$ cat src/hdl/cache_pkg.sv
package cache_pkg;

	// sizes, all addresses are word addresses
	localparam int ADDR_BITS      = 32;
	localparam int WORD_BITS      = 32;
	localparam int WORDS_PER_LINE = 4;
	localparam int OFFSET_BITS    = 2;
	localparam int SET_BITS       = 6;                                  // 64 sets
	localparam int TAG_BITS       = ADDR_BITS - SET_BITS - OFFSET_BITS; // 24

	typedef logic [WORD_BITS-1:0] word_t;

	// word 0 sits in the low bits
	typedef word_t [WORDS_PER_LINE-1:0] line_t;

	typedef struct packed {
		logic                valid;
		logic                used;  // set on the most recent access in the set
		logic                dirty;
		logic [TAG_BITS-1:0] tag;
	} tag_entry_t;

	typedef struct packed {
		logic [TAG_BITS-1:0]    tag;
		logic [SET_BITS-1:0]    index;
		logic [OFFSET_BITS-1:0] offset;
	} addr_fields_t;

	typedef struct packed {
		logic                 read;
		logic                 write;
		logic [ADDR_BITS-1:0] addr;
		word_t                wdata;
	} cpu_req_t;

	typedef struct packed {
		logic                 read;
		logic                 write;
		logic [ADDR_BITS-1:0] addr;  // line aligned
		word_t                wdata;
	} mem_req_t;

	typedef struct packed {
		logic                hit;
		logic                hit_way;
		logic                victim_way;
		logic                victim_dirty;
		logic [TAG_BITS-1:0] victim_tag;
		word_t               hit_word;
	} lookup_t;

endpackage

$ cat src/hdl/cache_fsm.sv
`timescale 1ns/1ps

module cache_fsm (
	input  logic                           clk,
	input  logic                           reset,
	input  cache_pkg::cpu_req_t            cpu_req,
	input  cache_pkg::lookup_t             result,
	input  cache_pkg::tag_entry_t          tag_0,
	input  cache_pkg::tag_entry_t          tag_1,
	input  cache_pkg::line_t               line_0,
	input  cache_pkg::line_t               line_1,
	input  cache_pkg::line_t               fill_line,
	input  logic                           xfer_done,
	output logic [cache_pkg::SET_BITS-1:0] index,
	output logic                           tag_wr_en_0,
	output logic                           tag_wr_en_1,
	output cache_pkg::tag_entry_t [1:0]    tag_wr,
	output logic                           data_wr_en_0,
	output logic                           data_wr_en_1,
	output cache_pkg::line_t               data_wr,
	output logic                           start_fill,
	output logic                           start_evict,
	output cache_pkg::addr_fields_t        line_addr,
	output cache_pkg::line_t               evict_line,
	output cache_pkg::word_t               rd_data,
	output logic                           stall_up
);

	typedef enum logic [2:0] {
		idle,
		lookup,
		evict,
		fill,
		install
	} state_t;

	state_t                          state;
	cache_pkg::addr_fields_t         req;
	cache_pkg::word_t                wdata;
	logic                            is_write;
	logic                            was_hit;
	logic                            way;       // hit way or the victim on a miss
	logic [cache_pkg::TAG_BITS-1:0]  vic_tag;
	cache_pkg::line_t                base_line;
	cache_pkg::line_t                merged;
	cache_pkg::tag_entry_t           own_tag;
	cache_pkg::tag_entry_t           other_tag;
	cache_pkg::tag_entry_t           own_new;
	cache_pkg::tag_entry_t           other_new;
	logic                            new_req;

	assign new_req = cpu_req.read || cpu_req.write;

	always_ff @(posedge clk or negedge reset) begin
		if (!reset) begin
			state       <= idle;
			stall_up    <= 1'b0;
			start_fill  <= 1'b0;
			start_evict <= 1'b0;
		end else begin
			start_fill  <= 1'b0; // one cycle strobes
			start_evict <= 1'b0;
			case (state)
				idle: begin
					if (new_req) begin
						stall_up <= 1'b1;
						state    <= lookup;
					end
				end
				lookup: begin
					if (result.hit) begin
						state <= install;
					end else if (result.victim_dirty) begin
						start_evict <= 1'b1;
						state       <= evict;
					end else begin
						start_fill <= 1'b1;
						state      <= fill;
					end
				end
				evict: begin
					if (xfer_done) begin  // victim written back so fetch the new line
						start_fill <= 1'b1;
						state      <= fill;
					end
				end
				fill: begin
					if (xfer_done) begin
						state <= install;
					end
				end
				install: begin
					stall_up <= 1'b0;
					state    <= idle;
				end
				default: state <= idle;
			endcase
		end
	end

	// request and lookup capture
	always_ff @(posedge clk) begin
		if (state == idle && new_req) begin
			req      <= cpu_req.addr;
			wdata    <= cpu_req.wdata;
			is_write <= cpu_req.write;
		end
		if (state == lookup) begin
			was_hit <= result.hit;
			way     <= result.hit ? result.hit_way : result.victim_way;
			vic_tag <= result.victim_tag;
			if (result.hit) begin
				rd_data <= result.hit_word;
			end
		end
		if (state == install && !was_hit) begin
			rd_data <= merged[req.offset]; // word from the freshly filled line
		end
	end

	// line to install with the write word merged in
	always_comb begin
		base_line = was_hit ? (way ? line_1 : line_0) : fill_line;
		merged    = base_line;
		if (is_write) begin
			merged[req.offset] = wdata;
		end
	end

	// accessed way becomes most recent and the other loses its used bit
	always_comb begin
		own_tag   = way ? tag_1 : tag_0;
		other_tag = way ? tag_0 : tag_1;

		own_new.valid = 1'b1;
		own_new.used  = 1'b1;
		own_new.dirty = (was_hit && own_tag.dirty) || is_write;
		own_new.tag   = req.tag;

		other_new      = other_tag;
		other_new.used = 1'b0;

		tag_wr[0] = way ? other_new : own_new;
		tag_wr[1] = way ? own_new : other_new;
	end

	assign tag_wr_en_0 = (state == install);
	assign tag_wr_en_1 = (state == install);

	// a read hit leaves the line untouched
	assign data_wr_en_0 = (state == install) && !way && (is_write || !was_hit);
	assign data_wr_en_1 = (state == install) && way && (is_write || !was_hit);
	assign data_wr      = merged;

	assign index = req.index;

	always_comb begin
		line_addr = req;
		if (state == evict) begin
			line_addr.tag = vic_tag; // write-back goes to the victim's line
		end
	end

	assign evict_line = way ? line_1 : line_0;

endmodule

$ cat config.mk
export PLATFORM = sky130hd
export DESIGN_NAME = cache_fsm
export DESIGN_NICKNAME = d
export VERILOG_FILES = /design/src/hdl/cache_pkg.sv /design/src/hdl/cache_fsm.sv
export SDC_FILE = /design/constraint.sdc
export NUM_CORES = 1
export LEC_CHECK = 0
export ABC_AREA = 1
export ABC_CLOCK_PERIOD_IN_PS = 6400
export CAP_MARGIN = 40
export CORE_AREA = 4 4 365 367
export CTS_BUF_LIST = sky130_fd_sc_hd__clkbuf_8
export DETAILED_ROUTE_END_ITERATION = 6
export DIE_AREA = 0 0 369 371
export DONT_BUFFER_PORTS = 1
export PLACE_DENSITY = 0.3
export SLEW_MARGIN = 40
export SYNTH_ARGS = -nofsm -noshare
export SYNTH_HDL_FRONTEND = slang
export SYNTH_SLANG_ARGS = --single-unit
$ cat constraint.sdc
create_clock -name clk -period 6.4 [get_ports clk]
set_input_delay 0.64 -clock clk [delete_from_list [all_inputs] [get_ports clk]]
set_output_delay 0.64 -clock clk [all_outputs]
set_load 0.05 [all_outputs]
==> flow_summary_export.csv, run 1 <==
group,metric,value,unit
floorplanning,die_w,369,um
sta,max_slew.worst_pin.slew,0.889,ns
setup_path,end_kind,"primary output",
sta,tns,0,ns
clocking,insertion_delay,0.63,ns
setup_path,critPathTopFamily,"buffers and inverters",
drt,drtPass1Iterations,5,
setup_path,critical_path.max_fanout,90,
clocking,ctsResizeCount,0,
cells_and_area,nFillCells,15500,
setup_path,crit_path_top_delay_cell,"buf_4",
sta,clock_skew,0.0506,ns
synthesis,synth.area.top_cells,"edfxtp_1 (28%), nand2_1 (24%), nand3_1 (11%)",
cells_and_area,multi_input_area,7570,um2
pwr,p_leak,7.23,nW
drt,drc_errors,0,
cells_and_area,regArea,3840,um2
global_routing,grt_pass1_wl,144000,um
sta,min_period_over_period,0.671,
sta,holdWs,0.126,ns
synthesis,synth_ff_type,"edfxtp_1",
sta,worst_slack,2.11,ns
global_routing,grt_usage,0.163,
drt,vias,13900,
sta,fin_crit,4.29,ns
run,drv_cap,0,
sta,finalHoldViolations,0,
sta,rsz0062_at_grt,"no",
floorplanning,rows,132,
synthesis,yosysTopAreaCell,"edfxtp_1",
global_routing,grt_pass1_vias,14000,
setup_path,critPathKind,"flop to primary output",
clocking,postCtsSetupBuffers,0,
setup_path,required,5.76,ns
outcome,status,"finished, final reports clean",
synthesis,synth-seq-area-share,0.292,
synthesis,synth-edff-count,123,
cells_and_area,fin_area,15900,um2
pwr,power_density,636,nW/um2
clocking,clk_pin_slew_worst_paths,0.11,ns
synthesis,ys_warn_count,0,
sta,finalSetupViolCount,0,
global_routing,overflow,0,
sta,slew_headroom,0.408,
clocking,cts_buffers,17,
synthesis,synth.top_cell.area_share,0.281,
cells_and_area,final_cells,3920,
drt,ant_nets,0,
clocking,cts_tree,"built",
floorplanning,start_util,0.102,
clocking,clockBufferDepth,2,
cells_and_area,nets,2707,
setup_path,cp-start-kind,"flop",
synthesis,synth_cell_types,31,
placed_design,dp_cells,3851,
hold_path,hp-class,"primary input to flop",
placed_design,place_area,15300,um2
placed_design,port_buffers,0,
global_routing,grt_max_degree,138,
sta,max_freq,233,MHz
setup_path,crit_arrival,3.65,ns
cells_and_area,syn2layout_area_growth,21.1,%
synthesis,postSynthCellCount,2200,
placed_design,pre_cts_slack,2.50,ns
pwr,peakVddDrop,242,uV
setup_path,slowest_delay,0.65,ns
pwr,totalPowerFinal,10.1,mW
clocking,cts.sinks,129,
clocking,cts-root-buf,"clkbuf_8",
synthesis,syn_area,13200,um2
drt,routedWlPerCell,29.5,um
drt,routed_via_density,3.55,
floorplanning,die_area,137000,um2
floorplanning,dieHeight,371,um
synthesis,synthesis.nets,2767,
floorplanning,fp.coreArea,129000,um2
global_routing,grt_antenna_before_repair,41,
setup_path,cp_common_cell,"nand2_1",
floorplanning,ioPinCount,954,
setup_path,path_buf_inv,2,
drt,wl,116000,um
cells_and_area,post-route-util,0.123,
cells_and_area,drive_gt1_frac,0.103,
clocking,htreeDepth,4,
placed_design,post-dp-hpwl,98200,um
drt,drtIter0Drc,673,
synthesis,syn_area_per_cell,5.98,um2
sta,finalMaxSlewViolations,0,
synthesis,synthArstFlopShare,0.0465,
setup_path,critical_path.cell_chain,"inv_8 -> buf_4 -> nand2_1 -> nand3_1 -> nand2_1 -> and2_1",
synthesis,ys_ff_latch,129,
placed_design,gp_congestion,0.800,
-- layout make-up --
cell class	count	area share
inverter	363	0.0870
antenna	25	0.00393
multi-input combinational	1582	0.476
clock inverter	15	0.0111
timing repair buffer	47	0.0295
sequential	129	0.241
tap	1742	0.137
clock buffer	17	0.0147
-- worst register-to-register path, stage by stage, from the launching register on --
cell,delay (ns)
edfxtp_1,0.74
buf_6,0.26
nand3_4,0.46
inv_2,0.74
buf_4,0.28
nand2_1,0.08
nand3_1,0.21
nand3_1,0.49
nor2_1,0.25
nor2_1,0.05
-- logic make-up after synthesis --
logic type / share of synthesized area
compound gates: 0.0477
buf+inv: 0.160
flops: 0.292
simple gates: 0.500
-- sequential cells by signal (all words and copies together), names as in the netlist --
| signal | cells |
|---|---|
| vic_tag | 24 |
| line_addr | 2 |
| was_hit | 1 |
| wdata | 32 |
| is_write | 1 |
| start_fill | 1 |
| rd_data | 32 |
| way | 1 |
| stall_up | 1 |
| start_evict | 1 |
| state | 3 |
| own_new | 24 |
| index | 6 |
-- layer usage --
metal  part of all wire  vias up  global-route usage  wire, um
met5            0.00071        -                   0        82
met4              0.029       10              0.0486      3300
li1                   -     6660                   -         -
met2               0.53      674               0.306     61500
met3              0.083       95              0.0575      9660
met1               0.36     6495               0.168     41100
-- synth_stat cells, types with 2 or more instances --
master,count
nor2_1,82
dfrtp_1,6
nand2_1,835
o211ai_1,5
a21boi_0,9
buf_2,45
clkbuf_1,33
and2_1,204
nand3_1,294
buf_4,18
a21oi_1,8
a31oi_1,2
o21ai_0,76
nand2_2,10
nor3_1,4
inv_1,353
nand3_4,3
buf_6,18
a22oi_1,4
buf_1,10
edfxtp_1,123
o21a_1,7
or2_2,35
inv_2,9
-- power breakdown --
| part | total, mW | internal, mW | switching, mW |
|---|---|---|---|
| logic | 7.58 | 1.05 | 6.52 |
| clock network | 0.893 | 0.361 | 0.533 |
| registers | 1.66 | 1.27 | 0.384 |
-- cell usage in the layout (no fill, tap or decap), drive strengths merged --
cell         Yosys  routed
a21boi           9       9
a22oi            4       4
o22ai            1       1
nor2            84      84
buf             92      36
o21a             7       7
diode            0      25
or2             35      35
clkinv           0       5
a21oi            8       8
o211ai           5       5
clkinvlp         0       1
inv            363     370
clkbuf          34      17
and2           204     204
nand2          846     846
nor3             4       4
edfxtp         123     123
dfrtp            6       6
a31oi            2       2
o21ai           76      76
bufinv           0       2
nand3          297     297
dlygate4sd3      0      11
-- final timing paths --
kind / cells after the start / end / startpoint / slack, ns
worst max-delay path: 6 / data_wr[99] / way$_DFFE_PN_ / 2.11
worst min-delay path: 0 / vic_tag[20]$_DFFE_PN_ / result[52] / 0.13
worst max register to register: 9 / rd_data[25]$_DFFE_PP_ / line_addr[0]$_DFFE_PP_ / 2.60
worst min register to register: 2 / state[2]$_DFFE_PN0P_ / state[0]$_DFFE_PN0P_ / 0.67
max in group asynchronous: 1 / stall_up$_DFFE_PN0P_ / reset / 5.77
min in group asynchronous: 1 / state[2]$_DFFE_PN0P_ / reset / 0.35
-- timing repair --
action,in CTS,in global routing
hold buffers,11,0
hold endpoints to repair,16,0
setup endpoints to repair,0,0
Note: power is estimated with default switching activity, not from simulation.
==> run 2: changes to the inputs <==
--- a/config.mk
+++ b/config.mk
@@ -6,7 +6,7 @@
 export NUM_CORES = 1
 export LEC_CHECK = 0
 export ABC_AREA = 1
-export ABC_CLOCK_PERIOD_IN_PS = 6400
+export ABC_CLOCK_PERIOD_IN_PS = 3800
 export CAP_MARGIN = 40
 export CORE_AREA = 4 4 365 367
 export CTS_BUF_LIST = sky130_fd_sc_hd__clkbuf_8
==> constraint.sdc (replaced) <==
create_clock -name clk -period 3.8 [get_ports clk]
set_input_delay 0.38 -clock clk [delete_from_list [all_inputs] [get_ports clk]]
set_output_delay 0.38 -clock clk [all_outputs]
set_load 0.05 [all_outputs]
==> run 2 against run 1 <==
  * Setup slack worse by 1.8 ns
  * Flip-flop and latch count stayed put
  * Worst hold slack worse by 0.021 ns
  * Highest routed layer unchanged
  * Non-clock buffer count is 322 higher
==> flow_summary_export.csv, run 2 (synthesis gave the netlist of run 1 again) <==
group,metric,value,unit
drt,routed_via_density,3.52,
sta,max_slew.worst_pin.slew,0.896,ns
clocking,insertion_delay,0.61,ns
setup_path,path_buf_inv,3,
sta,finalMaxSlewViolations,0,
drt,wl,117000,um
sta,finalHoldViolations,0,
global_routing,grt_usage,0.165,
outcome,status,"finished, final reports clean",
global_routing,grt_pass1_vias,15400,
hold_path,min_to,"rd_data[15]$_DFFE_PP_",
pwr,power_density,1010,nW/um2
pwr,swShare,0.649,
pwr,p_leak,9.17,nW
floorplanning,die_area,137000,um2
floorplanning,die_w,369,um
cells_and_area,drive_gt1_frac,0.156,
setup_path,critical_path.cell_chain,"clkinv_8 -> buf_4 -> nand2_1 -> nand2_1 -> nand2_1 -> nand2_1 -> and2_1 -> buf_12",
floorplanning,start_util,0.102,
clocking,cts_tree,"built",
sta,min_period_over_period,0.915,
global_routing,grt_max_degree,116,
sta,holdWs,0.104,ns
setup_path,end_kind,"primary output",
pwr,peakVddDrop,409,uV
pwr,p_switching,13.0,mW
drt,vias,14900,
floorplanning,dieHeight,371,um
sta,slew_headroom,0.404,
setup_path,slowest_delay,0.59,ns
setup_path,r2r-end,"rd_data[15]$_DFFE_PP_",
setup_path,critical_path.max_fanout,80,
floorplanning,fp.coreArea,129000,um2
setup_path,crit_path_top_delay_cell,"edfxtp_1",
placed_design,post-dp-hpwl,101000,um
sta,finalSetupViolCount,0,
global_routing,grt_antenna_before_repair,38,
pwr,power.internal,7.03,mW
setup_path,reg2reg_depth,7,
pwr,p_seq_frac,0.140,
clocking,clk_pin_slew_worst_paths,0.12,ns
run,drv_cap,0,
cells_and_area,syn2layout_area_growth,51.3,%
placed_design,port_buffers,0,
sta,clock_skew,0.0243,ns
pwr,clockPowerShare,0.071,
cells_and_area,top_regs,"rd_data x32, wdata x32",
cells_and_area,nFillCells,15100,
cells_and_area,mostFrequentLayoutCell,"nand2_1",
sta,worst_slack,0.322,ns
sta,tns,0,ns
placed_design,pre_cts_slack,0.781,ns
setup_path,r2r_setup_slack,0.93,ns
sta,fin_crit,3.48,ns
hold_path,hold_start,"result[15]",
drt,ant_nets,0,
cells_and_area,post-route-util,0.154,
drt,drtPass1Iterations,7,
setup_path,timing.rr.start,"way$_DFFE_PN_",
setup_path,cp-start-kind,"flop",
placed_design,place_area,18200,um2
floorplanning,rows,132,
setup_path,cp_common_cell,"nand2_1",
global_routing,grt_pass1_wl,148000,um
floorplanning,ioPinCount,954,
drt,drc_errors,0,
sta,rsz0062_at_grt,"no",
cells_and_area,nets,3029,
global_routing,overflow,0,
drt,routedWlPerCell,27.7,um
hold_path,whs_path_depth,3,
clocking,postCtsSetupBuffers,0,
clocking,clockBufferDepth,2,
placed_design,gp_congestion,0.835,
sta,max_freq,288,MHz
clocking,cts_buffers,17,
cells_and_area,layout_common_cells,"nand2_1 (835), inv_1 (349), nand3_1 (294), and2_1 (204), dlygate4sd3_1 (129)",
hold_path,hp-class,"primary input to flop",
setup_path,crit_arrival,3.10,ns
clocking,cts-root-buf,"clkbuf_8",
clocking,htreeDepth,4,
clocking,cts.sinks,129,
pwr,p_comb_frac,0.789,
setup_path,critPathTopFamily,"buffers and inverters",
cells_and_area,fin_area,19900,um2
setup_path,critPathKind,"flop to primary output",
drt,drtIter0Drc,644,
setup_path,required,3.42,ns
-- run 2: tightest hold or removal path, cell delays in order --
cell and delay, ns:
or2_2 0.08, inv_1 0.03, nor2_1 0.10
-- run 2: what timing repair did --
action                                  in CTS  in global routing
endpoints found under the setup margin       0                  1
hold buffers                               129                  0
gates resized for setup                      0                  1
hold endpoints to repair                   133                  0
-- run 2: routing by layer --
layer	global-route usage	vias up	wire length, um
li1	-	7282	-
met1	0.177	6913	44100
met2	0.312	630	62300
met3	0.0560	72	8860
met4	0.0352	10	2100
met5	0	-	66
-- run 2: stage by stage --
stage	power, mW	cells
detailed placement	19.0	4056
global route	21.2	4226
floorplan	11.7	2200
CTS	20.7	4217
finish	20.0	4236
global placement	18.9	4052
-- run 2: worst max-delay path by stage --
stage | start | to | slack [ns] | depth (start not counted)
CTS | way$_DFFE_PN_ | data_wr[18] | 0.09 | 8
detailed placement | way$_DFFE_PN_ | rd_data[15]$_DFFE_PP_ | 0.78 | 7
global placement | line_addr[1]$_DFFE_PP_ | rd_data[2]$_DFFE_PP_ | 0.87 | 9
finish | way$_DFFE_PN_ | data_wr[18] | 0.32 | 8
floorplan | was_hit$_DFFE_PN_ | rd_data[0]$_DFFE_PP_ | 0.25 | 3
global route | way$_DFFE_PN_ | data_wr[18] | 0.08 | 8
-- run 2: area by class of cell --
| type | instances | area (um2) | area share |
|---|---|---|---|
| antenna | 19 | 47.5 | 0.00239 |
| clock buffer | 17 | 234 | 0.0118 |
| clock inverter | 15 | 165 | 0.00830 |
| inverter | 363 | 1390 | 0.0696 |
| multi-input combinational | 1582 | 7420 | 0.373 |
| sequential | 129 | 3840 | 0.193 |
| tap | 1742 | 2180 | 0.110 |
| timing repair buffer | 369 | 4620 | 0.232 |
-- run 2: power by group through the flow --
stage	clock, mW	sequential (mW)	combinational (mW)
after floorplan	0	2.75	8.99
after global placement	0	2.89	16.0
after detailed placement	0	2.84	16.2
after CTS	1.55	2.81	16.4
after global routing	1.58	2.84	16.8
final	1.43	2.80	15.8
==> run 3: changes to the inputs <==
--- a/config.mk
+++ b/config.mk
@@ -13,7 +13,9 @@
 export DETAILED_ROUTE_END_ITERATION = 6
 export DIE_AREA = 0 0 369 371
 export DONT_BUFFER_PORTS = 1
+export HOLD_SLACK_MARGIN = 0.06
 export PLACE_DENSITY = 0.3
+export SETUP_SLACK_MARGIN = 0.5
 export SLEW_MARGIN = 40
 export SYNTH_ARGS = -nofsm -noshare
 export SYNTH_HDL_FRONTEND = slang
==> run 3 against run 2 <==
  * Global-route usage is 0.49 points higher
  * Cell area is 0.98% higher
  * Critical path depth is 1 lower
  * Sequential power is 1% lower
  * Combinational power hardly changed
  * Fmax is 13% higher
  * First-iteration DRC count is 40% higher
  * Worst hold slack better by 0.16 ns
  * Largest power group unchanged
  * Flip-flop and latch count stayed put
  * Setup slack better by 0.40 ns
  * Clock skew is 0.027 ns higher
==> flow_summary_export.csv, run 3 (synthesis gave the netlist of run 1 again) <==
group,metric,value,unit
floorplanning,start_util,0.102,
floorplanning,dieHeight,371,um
clocking,cts.sinks,129,
sta,fin_crit,3.08,ns
drt,drtIter0Drc,900,
clocking,cts_tree,"built",
sta,rsz0062_at_grt,"no",
sta,max_slew.worst_pin.slew,0.890,ns
pwr,p_comb_frac,0.785,
setup_path,end_kind,"primary output",
drt,drtPass1Iterations,5,
setup_path,critical_path.cell_chain,"buf_6 -> buf_4 -> buf_12 -> nand2_1 -> nand3_1 -> nand2_1 -> and2_1",
setup_path,r2r-end,"rd_data[24]$_DFFE_PP_",
placed_design,dp_cells,4027,
setup_path,cp-start-kind,"flop",
sta,slew_headroom,0.408,
drt,wl,121000,um
cells_and_area,syn2layout_area_growth,52.8,%
floorplanning,die_area,137000,um2
cells_and_area,final_cells,4218,
clocking,htreeDepth,4,
floorplanning,fp.coreArea,129000,um2
global_routing,grt_usage,0.170,
global_routing,overflow,0,
pwr,peakVddDrop,416,uV
drt,ant_nets,0,
placed_design,gp_congestion,0.824,
drt,vias,15100,
sta,max_freq,325,MHz
pwr,p_switching,13.2,mW
cells_and_area,nets,3016,
pwr,p_seq_frac,0.135,
hold_path,hp-class,"primary input to flop",
pwr,power_density,1020,nW/um2
sta,finalSetupViolCount,0,
run,drv_cap,0,
setup_path,path_buf_inv,3,
setup_path,crit_path_top_delay_cell,"and2_1",
drt,routed_via_density,3.59,
cells_and_area,nFillCells,15200,
cells_and_area,layout_common_cells,"nand2_1 (820), inv_1 (349), nand3_1 (293), and2_1 (202), dlygate4sd3_1 (129)",
setup_path,r2r_setup_slack,0.92,ns
setup_path,timing.rr.start,"way$_DFFE_PN_",
global_routing,grt_antenna_before_repair,40,
cells_and_area,drive_gt1_frac,0.168,
setup_path,critPathTopFamily,"simple AND/OR/NAND/NOR gates",
floorplanning,ioPinCount,954,
setup_path,crit_arrival,2.70,ns
setup_path,critical_path.max_fanout,52,
clocking,cts-root-buf,"clkbuf_8",
cells_and_area,top_regs,"rd_data x32, wdata x32",
sta,clock_skew,0.0517,ns
setup_path,required,3.42,ns
sta,worst_slack,0.725,ns
outcome,status,"finished, final reports clean",
clocking,clockBufferDepth,2,
drt,drc_errors,0,
pwr,power.internal,7.23,mW
drt,routedWlPerCell,28.6,um
placed_design,pre_cts_slack,0.822,ns
setup_path,slowest_delay,0.52,ns
sta,tns,0,ns
pwr,clockPowerShare,0.079,
placed_design,post-dp-hpwl,101000,um
cells_and_area,post-route-util,0.155,
setup_path,worstSetupStartpoint,"way$_DFFE_PN_",
floorplanning,die_w,369,um
cells_and_area,mostFrequentLayoutCell,"nand2_1",
global_routing,grt_max_degree,56,
floorplanning,rows,132,
pwr,p_leak,9.23,nW
sta,finalMaxSlewViolations,0,
clocking,clk_pin_slew_worst_paths,0.12,ns
sta,finalHoldViolations,0,
global_routing,grt_pass1_vias,15300,
pwr,swShare,0.646,
setup_path,cp_common_cell,"nand2_1",
setup_path,critPathKind,"flop to primary output",
setup_path,cp-endpoint,"data_wr[118]",
sta,min_period_over_period,0.809,
clocking,insertion_delay,0.63,ns
setup_path,reg2reg_depth,10,
placed_design,port_buffers,0,
setup_path,cp.depth,7,
global_routing,grt_pass1_wl,152000,um
clocking,cts_buffers,17,
## run 3: cell types whose count changed in the layout (fill, tap and decap cells not counted), moves of 2 or more
cell,delta
bufinv_16,+3
and2_1,-2
buf_4,-20
diode_2,-5
nand2_2,+15
o21ai_2,+23
bufbuf_16,+2
nand2_1,-15
buf_6,+3
clkinvlp_4,-3
o21ai_1,-23
## run 3: routing by layer
layer  track usage  up-vias  wire [um]
met5             0        -         71
met4        0.0405       10       2460
met3        0.0504       96       8260
met2         0.325      681      65000
met1         0.182     7087      44800
li1              -     7254          -
## run 3: power by group through the flow
stage,clock (mW),sequential [mW],combinational (mW)
after global routing,1.77,2.81,17.0
after CTS,1.74,2.77,16.5
after global placement,0,2.88,15.8
final,1.62,2.76,16.0
after detailed placement,0,2.83,16.1
after floorplan,0,2.74,9.00
## run 3: final cells by class
type	instances	area, um2	share of cell area
inverters	363	1410	0.0701
well taps	1742	2180	0.108
repair inverters	1	8.76	0.000436
clock inverters	15	220	0.0110
diodes	14	35.0	0.00174
flip-flops and latches	129	3840	0.191
repair buffers	355	4600	0.229
clock buffers	17	234	0.0116
multi-input cells	1582	7560	0.376
## run 3: what timing repair did
action / CTS / global route
endpoints found under the hold margin: 135 / 0
setup endpoints to repair: 69 / 24
cloned: 3 / 0
gates resized for setup: 28 / 4
hold buffers: 129 / 0
buffers inserted: 11 / 2
pin swaps: 1 / 1
## run 3: worst min path at each step
stage                        from  cells past startpoint               endpoint
detailed placement          reset                      0   stall_up$_DFFE_PN0P_
global route        fill_line[89]                      6  rd_data[25]$_DFFE_PP_
finish              fill_line[90]                      6  rd_data[26]$_DFFE_PP_
global placement            reset                      0   stall_up$_DFFE_PN0P_
CTS                 fill_line[90]                      6  rd_data[26]$_DFFE_PP_
floorplan                   reset                      0   stall_up$_DFFE_PN0P_
## run 3: per-stage QoR
stage | cell area (um2) | hold slack [ns] | total power, mW
after floorplan | 13200 | 0.0844 | 11.7
after global placement | 17700 | 0.0849 | 18.7
after detailed placement | 18000 | 0.0849 | 18.9
after CTS | 20000 | 0.158 | 21.0
after global routing | 20100 | 0.245 | 21.6
final | 20100 | 0.269 | 20.4
## run 3: worst register-to-register path: cells and delay by family (launching register included)
| kind | cells | cell delay (ns) |
|---|---|---|
| buffers and inverters | 3 | 0.56 |
| AND/OR/NAND/NOR | 7 | 1.63 |
| flip-flops | 1 | 0.43 |
